`src/fix_proto_pkg.sv`:
```
////////////////////
// FIX protocol constants.
// Byte codes of the delimiters, the absent-position code and the digit range.
////////////////////

package fix_proto_pkg;

	// Field terminator.
	localparam logic [7:0] SOH_BYTE = 8'h01;

	// Tag/value separator, the ASCII '='.
	localparam logic [7:0] SEP_BYTE = 8'h3d;

	localparam logic [2:0] POS_NONE = 3'b111; // No delimiter in the word.

	// ASCII '0' and '9'.
	localparam logic [7:0] DIGIT_LO = 8'h30;
	localparam logic [7:0] DIGIT_HI = 8'h39;

endpackage

```
`src/fix_field_pkg.sv`:
```
////////////////////
// FIX datapath types.
// Widths of words, byte positions, fragments, tag numbers and lengths.
////////////////////

package fix_field_pkg;

	// One input word, earliest byte in bits 31:24.
	typedef logic [31:0] word_t;

	// Byte index from the least significant byte, so 3 is the earliest byte.
	typedef logic [2:0] pos_t;

	// Right-aligned fragment of up to four bytes.
	typedef logic [31:0] frag_t;

	typedef logic [2:0] frag_len_t; // 0 to 4 bytes.

	// Binary tag number, wide enough for five decimal digits.
	typedef logic [16:0] tag_num_t;

	typedef logic [4:0] val_len_t;

endpackage

```
`src/fix_delim_decode.sv`:
```
////////////////////
// FIX delimiter decode.
// Registers each word with the byte positions of SOH and '='.
////////////////////

`timescale 1ns/1ns

module fix_delim_decode (
	input  logic                 clk_i,
	input  logic                 reset_i,
	input  logic                 word_valid_i,
	input  fix_field_pkg::word_t word_i,
	output logic                 dec_valid_o,
	output fix_field_pkg::word_t dec_word_o,
	output fix_field_pkg::pos_t  soh_pos_o,
	output fix_field_pkg::pos_t  sep_pos_o
);

	fix_field_pkg::pos_t soh_hit;
	fix_field_pkg::pos_t sep_hit;

	// Later iterations win, so the earliest matching byte is reported.
	always_comb begin
		soh_hit = fix_proto_pkg::POS_NONE;
		sep_hit = fix_proto_pkg::POS_NONE;
		for (int i = 0; i < 4; i++) begin
			if (word_i[8*i +: 8] == fix_proto_pkg::SOH_BYTE) begin
				soh_hit = fix_field_pkg::pos_t'(i);
			end
			if (word_i[8*i +: 8] == fix_proto_pkg::SEP_BYTE) begin
				sep_hit = fix_field_pkg::pos_t'(i);
			end
		end
	end

	always_ff @(posedge clk_i) begin
		if (reset_i) begin
			dec_valid_o <= 1'b0;
		end else begin
			dec_valid_o <= word_valid_i;
		end
	end

	always_ff @(posedge clk_i) begin
		if (word_valid_i) begin
			dec_word_o <= word_i;
			soh_pos_o <= soh_hit;
			sep_pos_o <= sep_hit;
		end
	end

	// A reported position lies inside the word and points at its delimiter.
	a_pos_range: assert property (@(posedge clk_i) disable iff (reset_i)
		dec_valid_o |-> (soh_pos_o == fix_proto_pkg::POS_NONE ||
			(soh_pos_o < 3'd4 && dec_word_o[8*soh_pos_o +: 8] == fix_proto_pkg::SOH_BYTE)) &&
			(sep_pos_o == fix_proto_pkg::POS_NONE ||
			(sep_pos_o < 3'd4 && dec_word_o[8*sep_pos_o +: 8] == fix_proto_pkg::SEP_BYTE)))
		else $error("decode produced a delimiter position outside the word");

endmodule

```
`src/fix_field_split.sv`:
```
////////////////////
// FIX field split.
// Cuts each word into a tag fragment and a value fragment and tracks
// whether the stream is inside a tag or inside a value.
////////////////////

`timescale 1ns/1ns

module fix_field_split (
	input  logic                     clk_i,
	input  logic                     reset_i,
	input  logic                     dec_valid_i,
	input  fix_field_pkg::word_t     dec_word_i,
	input  fix_field_pkg::pos_t      soh_pos_i,
	input  fix_field_pkg::pos_t      sep_pos_i,
	output logic                     frag_valid_o,
	output fix_field_pkg::frag_t     tag_frag_o,
	output fix_field_pkg::frag_len_t tag_len_o,
	output fix_field_pkg::frag_t     val_frag_o,
	output fix_field_pkg::frag_len_t val_len_o,
	output logic                     field_end_o,
	output logic                     tag_after_end_o
);

	typedef enum logic [1:0] {ST_IDLE, ST_IN_TAG, ST_IN_VAL} split_state_t;

	split_state_t state, state_nxt;
	fix_field_pkg::pos_t d1, d2;
	fix_field_pkg::frag_len_t lead_len, mid_len;
	fix_field_pkg::frag_t lead, mid, tail;
	fix_field_pkg::frag_t tag_f, val_f, val_out;
	fix_field_pkg::frag_len_t tag_l, val_l, val_len_out;
	logic field_end, tag_after_end;
	logic pend_vld, carry_vld, carry_vld_nxt;
	logic [7:0] carry_byte, carry_nxt;

	// Bytes lo+len-1 down to lo of the word, right-aligned.
	function automatic fix_field_pkg::frag_t seg(input fix_field_pkg::word_t w,
			input fix_field_pkg::pos_t lo, input fix_field_pkg::frag_len_t len);
		fix_field_pkg::frag_t mask;
		mask = (len > 3'd3) ? '1 : ((32'd1 << (len * 8)) - 32'd1);
		return (w >> (lo * 8)) & mask;
	endfunction

	always_comb begin
		d1 = (soh_pos_i != fix_proto_pkg::POS_NONE) ? soh_pos_i : sep_pos_i; // Earlier delimiter.
		d2 = d1;
		if (soh_pos_i != fix_proto_pkg::POS_NONE && sep_pos_i != fix_proto_pkg::POS_NONE) begin
			d1 = (soh_pos_i > sep_pos_i) ? soh_pos_i : sep_pos_i;
			d2 = (soh_pos_i > sep_pos_i) ? sep_pos_i : soh_pos_i;
		end
		lead_len = 3'd3 - d1;
		mid_len = d1 - d2 - 3'd1;
		lead = seg(dec_word_i, d1 + 3'd1, lead_len);
		mid = seg(dec_word_i, d2 + 3'd1, mid_len);
		tail = seg(dec_word_i, 3'd0, d2);
		tag_f = '0;
		tag_l = '0;
		val_f = '0;
		val_l = '0;
		field_end = 1'b0;
		tag_after_end = 1'b0;
		pend_vld = 1'b0;
		state_nxt = state;
		if (soh_pos_i == fix_proto_pkg::POS_NONE && sep_pos_i == fix_proto_pkg::POS_NONE) begin
			if (state == ST_IN_VAL) begin
				val_f = dec_word_i;
				val_l = 3'd4;
			end else begin
				tag_f = dec_word_i;
				tag_l = 3'd4;
				state_nxt = ST_IN_TAG;
			end
		end else if (soh_pos_i == fix_proto_pkg::POS_NONE) begin
			tag_f = lead;
			tag_l = lead_len;
			val_f = tail;
			val_l = d2;
			state_nxt = ST_IN_VAL;
		end else if (sep_pos_i == fix_proto_pkg::POS_NONE) begin
			val_f = lead;
			val_l = lead_len;
			tag_f = tail;
			tag_l = d2;
			field_end = 1'b1;
			tag_after_end = (d2 != 3'd0);
			state_nxt = (d2 != 3'd0) ? ST_IN_TAG : ST_IDLE;
		end else if (sep_pos_i > soh_pos_i) begin
			// A leading tag and a new tag cannot share the fragment. The leading one wins.
			val_f = mid;
			val_l = mid_len;
			field_end = 1'b1;
			tag_f = (lead_len != 3'd0) ? lead : tail;
			tag_l = (lead_len != 3'd0) ? lead_len : d2;
			tag_after_end = (lead_len == 3'd0) && (d2 != 3'd0);
			state_nxt = (d2 != 3'd0) ? ST_IN_TAG : ST_IDLE;
		end else begin
			val_f = lead;
			val_l = lead_len;
			tag_f = mid;
			tag_l = mid_len;
			field_end = 1'b1;
			tag_after_end = (mid_len != 3'd0);
			pend_vld = (d2 == 3'd1); // New value byte waits for the next fragment.
			state_nxt = ST_IN_VAL;
		end
	end

	// A held value byte is put in front of the next value fragment.
	always_comb begin
		val_out = val_f;
		val_len_out = val_l;
		carry_nxt = dec_word_i[7:0];
		carry_vld_nxt = pend_vld;
		if (carry_vld) begin
			if (val_l == 3'd4) begin
				val_out = {carry_byte, val_f[31:8]};
				carry_vld_nxt = 1'b1;
			end else begin
				val_out = ({24'd0, carry_byte} << (val_l * 8)) | val_f;
				val_len_out = val_l + 3'd1;
			end
		end
	end

	always_ff @(posedge clk_i) begin
		if (reset_i) begin
			state <= ST_IDLE;
			carry_vld <= 1'b0;
			frag_valid_o <= 1'b0;
		end else begin
			frag_valid_o <= dec_valid_i;
			if (dec_valid_i) begin
				state <= state_nxt;
				carry_vld <= carry_vld_nxt;
			end
		end
	end

	always_ff @(posedge clk_i) begin
		if (dec_valid_i) begin
			tag_frag_o <= tag_f;
			tag_len_o <= tag_l;
			val_frag_o <= val_out;
			val_len_o <= val_len_out;
			field_end_o <= field_end;
			tag_after_end_o <= tag_after_end;
			carry_byte <= carry_nxt;
		end
	end

	a_sep_in_value: assert property (@(posedge clk_i) disable iff (reset_i)
		dec_valid_i && sep_pos_i != fix_proto_pkg::POS_NONE && state == ST_IN_VAL
		|-> soh_pos_i != fix_proto_pkg::POS_NONE && soh_pos_i > sep_pos_i)
		else $error("'=' inside a value without a preceding SOH");

endmodule

```
`src/fix_field_assemble.sv`:
```
////////////////////
// FIX field assemble.
// Joins fragments into whole fields, converts the tag digits to binary
// and pulses once per finished field.
////////////////////

`timescale 1ns/1ns

module fix_field_assemble #(
	parameter int VALUE_BYTES = 8,
	parameter int TAG_DIGITS = 5
) (
	input  logic                       clk_i,
	input  logic                       reset_i,
	input  logic                       frag_valid_i,
	input  fix_field_pkg::frag_t       tag_frag_i,
	input  fix_field_pkg::frag_len_t   tag_len_i,
	input  fix_field_pkg::frag_t       val_frag_i,
	input  fix_field_pkg::frag_len_t   val_len_i,
	input  logic                       field_end_i,
	input  logic                       tag_after_end_i,
	output logic                       field_valid_o,
	output fix_field_pkg::tag_num_t    tag_o,
	output logic [VALUE_BYTES*8-1:0]   value_o,
	output fix_field_pkg::val_len_t    value_len_o,
	output logic                       overflow_o
);

	fix_field_pkg::tag_num_t tag_acc, tag_cur, tag_new;
	logic [4:0] tag_cnt, tag_cnt_cur, tag_cnt_new; // Digits seen so far.
	logic [VALUE_BYTES*8-1:0] val_acc, val_cur;
	fix_field_pkg::val_len_t val_cnt, val_cnt_cur;
	logic ovf_acc, ovf_cur;
	logic [7:0] ch;

	function automatic fix_field_pkg::tag_num_t tag_step(input fix_field_pkg::tag_num_t acc,
			input logic [7:0] c);
		logic [7:0] d;
		d = c - fix_proto_pkg::DIGIT_LO;
		return fix_field_pkg::tag_num_t'(acc * 17'd10 + {9'd0, d});
	endfunction

	always_comb begin
		tag_cur = tag_acc;
		tag_cnt_cur = tag_cnt;
		tag_new = '0;
		tag_cnt_new = '0;
		val_cur = val_acc;
		val_cnt_cur = val_cnt;
		ovf_cur = ovf_acc;
		ch = '0;
		for (int i = 0; i < 4; i++) begin
			if (i < tag_len_i) begin
				ch = tag_frag_i[8*(tag_len_i-1-i) +: 8]; // Earliest byte first.
				if (ch >= fix_proto_pkg::DIGIT_LO && ch <= fix_proto_pkg::DIGIT_HI) begin
					if (tag_after_end_i) begin
						tag_new = tag_step(tag_new, ch);
						tag_cnt_new = tag_cnt_new + 5'd1;
					end else begin
						tag_cur = tag_step(tag_cur, ch);
						tag_cnt_cur = tag_cnt_cur + 5'd1;
					end
				end
			end
		end
		for (int i = 0; i < 4; i++) begin
			if (i < val_len_i) begin
				ch = val_frag_i[8*(val_len_i-1-i) +: 8];
				if (val_cnt_cur < VALUE_BYTES) begin
					val_cur[8*(VALUE_BYTES-1-val_cnt_cur) +: 8] = ch;
					val_cnt_cur = val_cnt_cur + 5'd1;
				end else begin
					ovf_cur = 1'b1; // Bytes past VALUE_BYTES are dropped.
				end
			end
		end
	end

	always_ff @(posedge clk_i) begin
		if (reset_i) begin
			tag_acc <= '0;
			tag_cnt <= '0;
			val_acc <= '0;
			val_cnt <= '0;
			ovf_acc <= 1'b0;
			field_valid_o <= 1'b0;
			overflow_o <= 1'b0;
		end else begin
			field_valid_o <= frag_valid_i && field_end_i;
			if (frag_valid_i && field_end_i) begin
				overflow_o <= ovf_cur;
				tag_acc <= tag_new; // Seeded by a tag that follows the SOH.
				tag_cnt <= tag_cnt_new;
				val_acc <= '0;
				val_cnt <= '0;
				ovf_acc <= 1'b0;
			end else if (frag_valid_i) begin
				tag_acc <= tag_cur;
				tag_cnt <= tag_cnt_cur;
				val_acc <= val_cur;
				val_cnt <= val_cnt_cur;
				ovf_acc <= ovf_cur;
			end
		end
	end

	always_ff @(posedge clk_i) begin
		if (frag_valid_i && field_end_i) begin
			tag_o <= tag_cur;
			value_o <= val_cur;
			value_len_o <= val_cnt_cur;
		end
	end

	a_tag_digits: assert property (@(posedge clk_i) disable iff (reset_i)
		tag_cnt <= TAG_DIGITS)
		else $error("tag longer than %0d digits", TAG_DIGITS);

endmodule

```
`src/fix_parser_top.sv`:
```
////////////////////
// FIX parser top.
// Decode, split and assemble stages in a three-cycle pipeline.
////////////////////

`timescale 1ns/1ns

module fix_parser_top #(
	parameter int VALUE_BYTES = 8,
	parameter int TAG_DIGITS = 5
) (
	input  logic                     clk_i,
	input  logic                     reset_i,
	input  logic                     word_valid_i,
	input  fix_field_pkg::word_t     word_i,
	output logic                     field_valid_o,
	output fix_field_pkg::tag_num_t  tag_o,
	output logic [VALUE_BYTES*8-1:0] value_o,
	output fix_field_pkg::val_len_t  value_len_o,
	output logic                     overflow_o
);

	logic dec_valid;
	fix_field_pkg::word_t dec_word;
	fix_field_pkg::pos_t soh_pos, sep_pos;
	logic frag_valid;
	fix_field_pkg::frag_t tag_frag, val_frag;
	fix_field_pkg::frag_len_t tag_len, val_len;
	logic field_end, tag_after_end;

	fix_delim_decode u_decode (
		.clk_i        (clk_i),
		.reset_i      (reset_i),
		.word_valid_i (word_valid_i),
		.word_i       (word_i),
		.dec_valid_o  (dec_valid),
		.dec_word_o   (dec_word),
		.soh_pos_o    (soh_pos),
		.sep_pos_o    (sep_pos)
	);

	fix_field_split u_split (
		.clk_i           (clk_i),
		.reset_i         (reset_i),
		.dec_valid_i     (dec_valid),
		.dec_word_i      (dec_word),
		.soh_pos_i       (soh_pos),
		.sep_pos_i       (sep_pos),
		.frag_valid_o    (frag_valid),
		.tag_frag_o      (tag_frag),
		.tag_len_o       (tag_len),
		.val_frag_o      (val_frag),
		.val_len_o       (val_len),
		.field_end_o     (field_end),
		.tag_after_end_o (tag_after_end)
	);

	fix_field_assemble #(
		.VALUE_BYTES (VALUE_BYTES),
		.TAG_DIGITS  (TAG_DIGITS)
	) u_assemble (
		.clk_i           (clk_i),
		.reset_i         (reset_i),
		.frag_valid_i    (frag_valid),
		.tag_frag_i      (tag_frag),
		.tag_len_i       (tag_len),
		.val_frag_i      (val_frag),
		.val_len_i       (val_len),
		.field_end_i     (field_end),
		.tag_after_end_i (tag_after_end),
		.field_valid_o   (field_valid_o),
		.tag_o           (tag_o),
		.value_o         (value_o),
		.value_len_o     (value_len_o),
		.overflow_o      (overflow_o)
	);

endmodule

```
`config.mk`:
```
export PLATFORM = sky130hd
export DESIGN_NAME = fix_parser_top
export DESIGN_NICKNAME = d
export VERILOG_FILES = /design/src/fix_proto_pkg.sv /design/src/fix_field_pkg.sv /design/src/fix_delim_decode.sv /design/src/fix_field_split.sv /design/src/fix_field_assemble.sv /design/src/fix_parser_top.sv
export SDC_FILE = /design/constraint.sdc
export NUM_CORES = 1
export LEC_CHECK = 0
export BUFFER_PORTS_ARGS = -buffer_cell sky130_fd_sc_hd__buf_2
export CAP_MARGIN = 15
export CORE_MARGIN = 4
export CORE_UTILIZATION = 69
export CTS_CLUSTER_DIAMETER = 60
export DETAILED_ROUTE_END_ITERATION = 7
export GPL_TIMING_DRIVEN = 0
export PLACE_DENSITY = 0.9
export SLEW_MARGIN = 20
export SYNTH_ARGS = -nofsm -noshare
export SYNTH_HDL_FRONTEND = slang
export SYNTH_SLANG_ARGS = --single-unit
```
`constraint.sdc`:
```
create_clock -name clk_i -period 23.1 [get_ports clk_i]
set_input_delay 0 -clock clk_i [delete_from_list [all_inputs] [get_ports clk_i]]
set_output_delay 0 -clock clk_i [all_outputs]
set_load 0.01 [all_outputs]
```
* After elaboration in Yosys (flattened, before gate mapping)
Cells that the tools add are included.
Word-level totals: input bits 35, register bits after elaboration 298, word-level logic and storage cells 270, output and inout bits 88
Operators by class: reduce and logical (&&, ||, !) cells 20, add/sub/neg operators 40, $lt $le $gt $ge 25, muxes and demuxes 109, eq/ne operators 16, multipliers 7, bitwise operators 4, shift-type cells 22
Operators with widths (number):
- 32-bit 2-to-1 mux | 16
- 64-bit 2-to-1 mux | 8
- 17-bit 2-to-1 mux | 25
- 32-bit by 33-bit variable part select with 8-bit output | 8
- 64-bit bitwise mux | 4
- 8-bit by 34-bit variable shift with 64-bit output, first input constant | 4
- 8-bit by 34-bit variable part select with 64-bit output | 4
- 32-bit negator with 34-bit output | 4
- 17-bit by 8-bit adder with 17-bit output | 7
- 17-bit by 3-bit multiplier with 16-bit output, second input constant | 7
- 29-bit by 2-bit subtractor with 29-bit output, second input constant | 4
- 32-bit AND | 3
- 1-bit by 6-bit left shift with 32-bit output, first input constant | 3
- 32-bit by 1-bit subtractor with 32-bit output, second input constant | 3
- 32-bit by 6-bit right shift with 32-bit output | 2
- 3-bit 2-to-1 mux | 20
- 5-bit 2-to-1 mux | 8
- 8-bit by 1-bit equality test with 1-bit output, second input constant | 4
- 8-bit by 6-bit equality test with 1-bit output, second input constant | 4
- 8-bit by 6-bit >= comparator with 1-bit output, second input constant | 4
- 8-bit by 6-bit less-or-equal comparator with 1-bit output, second input constant | 4
- 32-bit OR | 1
- 8-bit by 6-bit left shift with 32-bit output | 1
- 8-bit by 6-bit subtractor with 8-bit output, second input constant | 4
- 29 further kinds | 91

* Longest topological paths before layout
word-level depth 24, mapped depth 51, depth with buffers taken out 46

* Modules after synthesis
From an unflattened synthesis, not the netlist that was laid out.
Unflattened totals: cells, all modules 3482, area total of the unflattened synthesis 30390.4 um2
Modules (own cells, without submodules):
- fix_field_assemble | seq. area each 4364.2 um2, instances 1, area each 22341.4 um2, cells each 2725
- fix_field_split | seq. area each 2482.4 um2, instances 1, area each 6680.2 um2, cells each 685
- fix_delim_decode | seq. area each 1161.1 um2, instances 1, area each 1368.8 um2, cells each 72

* Least setup slack after synthesis
No wires, ideal clock.
kind reg-to-reg, start register u_split.tag_len_o[0], end register u_assemble.tag_acc[16], cell stages (with the launch flop) 49, library setup time 0.092 ns, buffers on the path 6, clock period less this slack 10.826 ns, arrival time 10.734 ns, path slack 12.274 ns, required time 23.008 ns, cells stage by stage edfxtp_1 > buf_2 > inv_1 > clkbuf_1 > ha_1 > buf_2 > buf_2 > inv_1 > clkbuf_1 > a21oi_1 > a221o_1 > clkinv_1 > ha_1 > nor3b_1 > and2_1 > buf_2 > mux2i_1 > inv_1 > [13 not listed] > a21o_1 > o21ai_0 > xnor2_1 > nor2_1 > a21oi_1 > inv_1 > ha_1 > ha_1 > or4b_2 > nand3_1 > and3_1 > and3_1 > nor4bb_1 > xnor2_1 > xnor2_1 > xnor2_1 > nor2_1 > o32ai_1
Between the ends: cells in the longest elaborated chain, start to end 24
RTL lines:
- from (decl) | line fix_field_split.sv:18 | output fix_field_pkg::frag_len_t tag_len_o,
- from (signal assigned) | line fix_field_split.sv:143 | tag_len_o <= tag_l;
- 3-bit by 1-bit subtractor with 4-bit output | line fix_field_assemble.sv:54 | ch = tag_frag_i[8*(tag_len_i-1-i) +: 8];
- 32-bit by 33-bit variable part select with 8-bit output | line fix_field_assemble.sv:54
- 8-bit by 6-bit subtractor with 8-bit output | line fix_field_assemble.sv:39 | d = c - fix_proto_pkg::DIGIT_LO;
- 17-bit by 8-bit adder with 17-bit output | line fix_field_assemble.sv:40 | return fix_field_pkg::tag_num_t'(acc * 17'd10 + {9'd0, d});
- 17-bit 2-to-1 mux | line fix_field_assemble.sv:56 | if (tag_after_end_i) begin
- 17-bit 2-to-1 mux | line fix_field_assemble.sv:55 | if (ch >= fix_proto_pkg::DIGIT_LO && ch <= fix_proto_pkg::DIGIT_HI) begin
- 17-bit 2-to-1 mux | line fix_field_assemble.sv:53 | if (i < tag_len_i) begin
- 17-bit by 3-bit multiplier with 16-bit output | line fix_field_assemble.sv:40
- [8 not listed]
- 17-bit 2-to-1 mux | line fix_field_assemble.sv:53
- 17-bit by 3-bit multiplier with 16-bit output | line fix_field_assemble.sv:40
- 17-bit by 8-bit adder with 17-bit output | line fix_field_assemble.sv:40
- 17-bit 2-to-1 mux | line fix_field_assemble.sv:56
- 17-bit 2-to-1 mux | line fix_field_assemble.sv:55
- 17-bit 2-to-1 mux | line fix_field_assemble.sv:53
- 17-bit 2-to-1 mux | line fix_field_assemble.sv:97 | end else if (frag_valid_i) begin
- 17-bit 2-to-1 mux * | line fix_field_assemble.sv:90 | if (frag_valid_i && field_end_i) begin
- to (signal assigned) | line fix_field_assemble.sv:92 | tag_acc <= tag_new;
- to (signal assigned) | line fix_field_assemble.sv:98 | tag_acc <= tag_cur;
- to (decl) | line fix_field_assemble.sv:29 | fix_field_pkg::tag_num_t tag_acc, tag_cur, tag_new;
Every way passes the cells marked *; elsewhere a longest branch is shown, timed or not. The select of a mux whose other input is x is not followed. A chain may end at the register's enable or synchronous reset.

* Worst setup path after layout
Same ends and word-level chain as after synthesis.

==> flow_summary.yaml <==
floorplan:
  io-pin-count: 123
  core_um2: 43300
  initial_core_util_pct: 70.1
  die_x_um: 218
  dieArea_um2: 47400
  die_h_um: 218
  num_rows: 76
timing:
  hold_violations: 0
  tightest_slew_ps: 1250
  min_period_ps: 13830
  period_share_pct: 59.9
  slew_violations: 0
  holdWs_ps: 119
  fin_skew_ps: 16.5
  clock.fmax_mhz: 72.3
  max-slew-margin-rel_pct: 16.3
  setup_tns_ps: 0
  grt_setup_unrepaired: "false"
  setup_violations: 0
pwr:
  ir_worst_vdd_mv: 0.0753
  power.density_nw_per_um2: 77.8
  leakagePower_uw: 0.0138
cells_and_area:
  multiInputGateArea_um2: 21200
  fin_cells: 4373
  seq_area_um2: 8010
  area_growth_pct: 10.3
  final_nets: 4092
  finalInstanceArea_um2: 33500
  fillerInstances: 3096
  final_common_cell: "nor2_1"
  mostFrequentLayoutCells: "nor2_1, nand2_1, ha_1"
  drive_above_1_share_pct: 11.4
route:
  drtAntennaViolNets: 0
  route.detailed.drc: 0
  wire_per_inst_um: 24.4
  firstDrtPassIters: 8
  viasPerCell: 6.97
  num_vias: 30470
  routed_wl_um: 107000
  drtIter0Drc: 4380
global_route:
  met3_usage_pct: 11.8
  overflow: 0
  grt_max_degree: 61
  gr-usage-met1_pct: 56.6
  track_usage_pct: 43.4
  grt_pass1_vias: 28464
  grt.busiest_layer: "met2"
  grt_pass1_wl_um: 162000
  grt_util_met2_pct: 66.5
  antenna_found_initial: 9
yosys:
  yosys_warnings: 0
  syn-cell-area_um2: 30300
  syn_avg_cell_area_um2: 8.53
  async_flop_share_pct: 0
  synth_compound_area_share_pct: 19.8
  synth_edf_count: 204
  synth_xor_xnor_area_share_pct: 5.41
  synth_fa_ha_area_share_pct: 12.8
  synth-simple-area-share_pct: 19.5
  yosysSeqAreaShare_pct: 26.4
  muxShareOfSynthArea_pct: 12.1
  ys_types: 102
  ys_seq_elements: 298
  synth_ff_type: "edfxtp_1"
  synth_cells: 3556
  synth_top_family_by_area: "compound AO/OA/AOI/OAI gates"
setup_path:
  critPathKind: "reg -> reg"
  worstSetupStartpointType: "register"
  cp-end-kind: "register"
  slowest_stage: "o21ai_0"
  path_buf_inv: 10
  worst_path_largest_cell_delay_ps: 610
  cp.required_ps: 23580
  r2r_start: "u_split.tag_len_o[0]"
  cpMostUsedCell: "ha_1"
  arrival_ps: 14320
  cp_top_family: "compound AO/OA/AOI/OAI gates"
  crit_start: "u_split.tag_len_o[0]"
  worstPathMaxFanout: 10
place:
  dp_hpwl_um: 81400
  place_congestion: 1.05
  place_area_um2: 31800
  dp.cells: 4269
  numPortBuffers: 121
worst_hold_path:
  hold_path_class: "in -> reg"
  min_from: "word_valid_i"
cts:
  root_buffer: "clkbuf_16"
  cts_buffers: 38
  cts_max_level: 2
  postCtsSetupBuffers: 0
  clk_latency_ps: 580
  clk_pin_slew_ps: 70
  cts_hold_buf: 32
  cts_sinks: 298
  cts_resized: 0
  cts_tree: "done"
  cts_max_path_buffers: 3
run:
  max-cap-violations: 0
run_status:
  outcome: "completed"
[metrics by stage]
stage / utilization (%) / setup slack [ps] / total power, uW
detailed placement: 73.5 / 9870 / 1900
global placement: 73.2 / 10240 / 1870
finish: 77.4 / 9270 / 2610
CTS: 77.3 / 9760 / 2530
floorplan: - / 12270 / 1530
global route: 77.4 / 8760 / 2710
[worst reg2reg max path: cells and delay by family (launching register included)]
kind | cells | cell delay [ps]
and+or+nand+nor | 7 | 2010
xor gates and xnor gates | 5 | 1010
buffers and inverters | 10 | 2490
AOI/OAI and AO/OA | 14 | 3730
adders and majority gates | 10 | 3420
muxes | 2 | 540
DFF | 1 | 550
[cell usage after synthesis, types with 18 or more instances]
| library cell | n | area (um^2) |
|---|---|---|
| nor2_1 | 364 | 1370 |
| nand2_1 | 358 | 1340 |
| ha_1 | 286 | 3580 |
| a21oi_1 | 284 | 1420 |
| edfxtp_1 | 204 | 6130 |
| mux2i_1 | 193 | 1930 |
| o21ai_0 | 162 | 811 |
| inv_1 | 130 | 488 |
| xnor2_1 | 126 | 1100 |
| nand3_1 | 116 | 581 |
| clkbuf_1 | 110 | 413 |
| dfxtp_1 | 94 | 1880 |
| mux2_2 | 93 | 1050 |
| nor2b_1 | 66 | 413 |
| a211oi_1 | 60 | 450 |
| nor3_1 | 59 | 295 |
| o211ai_1 | 51 | 383 |
| xor2_1 | 46 | 403 |
| nand4_1 | 41 | 257 |
| o21a_1 | 39 | 293 |
| a21o_1 | 35 | 263 |
| o22ai_1 | 35 | 219 |
| nand2b_1 | 33 | 206 |
| a31oi_1 | 31 | 194 |
| mux4_2 | 31 | 698 |
| a22o_1 | 30 | 263 |
| and2_1 | 25 | 156 |
| and3_1 | 25 | 156 |
| buf_1 | 25 | 93.8 |
| buf_2 | 25 | 125 |
| nor4_1 | 24 | 150 |
| or3_1 | 21 | 131 |
| or2_2 | 18 | 113 |
[routing by layer]
layer  part of all wire, %  wire length, um  vias up
met5                  0.10              112        -
met4                   6.3             6760       14
met3                    13            13700      503
met2                    43            45900     2143
met1                    38            40200    14171
li1                      -                -    13639
[power breakdown]
group	leakage, uW	internal, uW	switching, uW	total (uW)
sequential	0.00265	622	38.3	660
combinational	0.0105	451	866	1320
clock	0.000650	359	269	628
total	0.0138	1430	1170	2610
[flip-flops by register name, indices dropped and copies added (netlist names), 8 cells and up]
| register | flops |
|---|---|
| u_split.tag_frag_o | 32 |
| u_assemble.tag_o | 17 |
| u_decode.dec_word_o | 32 |
| u_assemble.tag_acc | 17 |
| u_split.carry_byte | 8 |
| u_assemble.val_acc | 64 |
| u_assemble.value_o | 64 |
| u_split.val_frag_o | 32 |
[layout make-up]
cell class / count / share of cell area, %
Timing Repair Buffer: 158 / 2.99
Clock inverter: 28 / 0.916
Antenna cell: 3 / 0.0224
Multi-Input combinational cell: 2955 / 63.3
Tap cell: 585 / 2.19
Clock buffer: 41 / 3.00
Inverter: 138 / 1.55
Buffer: 167 / 2.07
Sequential cell: 298 / 23.9
[kinds of logic (layout without fill, tap and decap cells)]
group                      count (synthesis)  in the layout
adders and majority gates                301            301
buffers and inverters                    305            532
other                                      1              6
and+or+nand+nor                         1233           1233
DFF                                      298            298
xor gates and xnor gates                 178            178
muxes                                    317            317
AOI/OAI and AO/OA                        923            923
[worst paths after layout]
path / to / slack [ps] / cells after the start
worst min-delay path: u_decode.dec_word_o[27] / 120 / 1
worst max-delay path: u_assemble.tag_acc[16] / 9270 / 48
worst min register to register: u_assemble.val_acc[0] / 460 / 2
worst max register to register: u_assemble.tag_acc[16] / 9270 / 48
No activity file was read; power rests on OpenSTA's default activity.
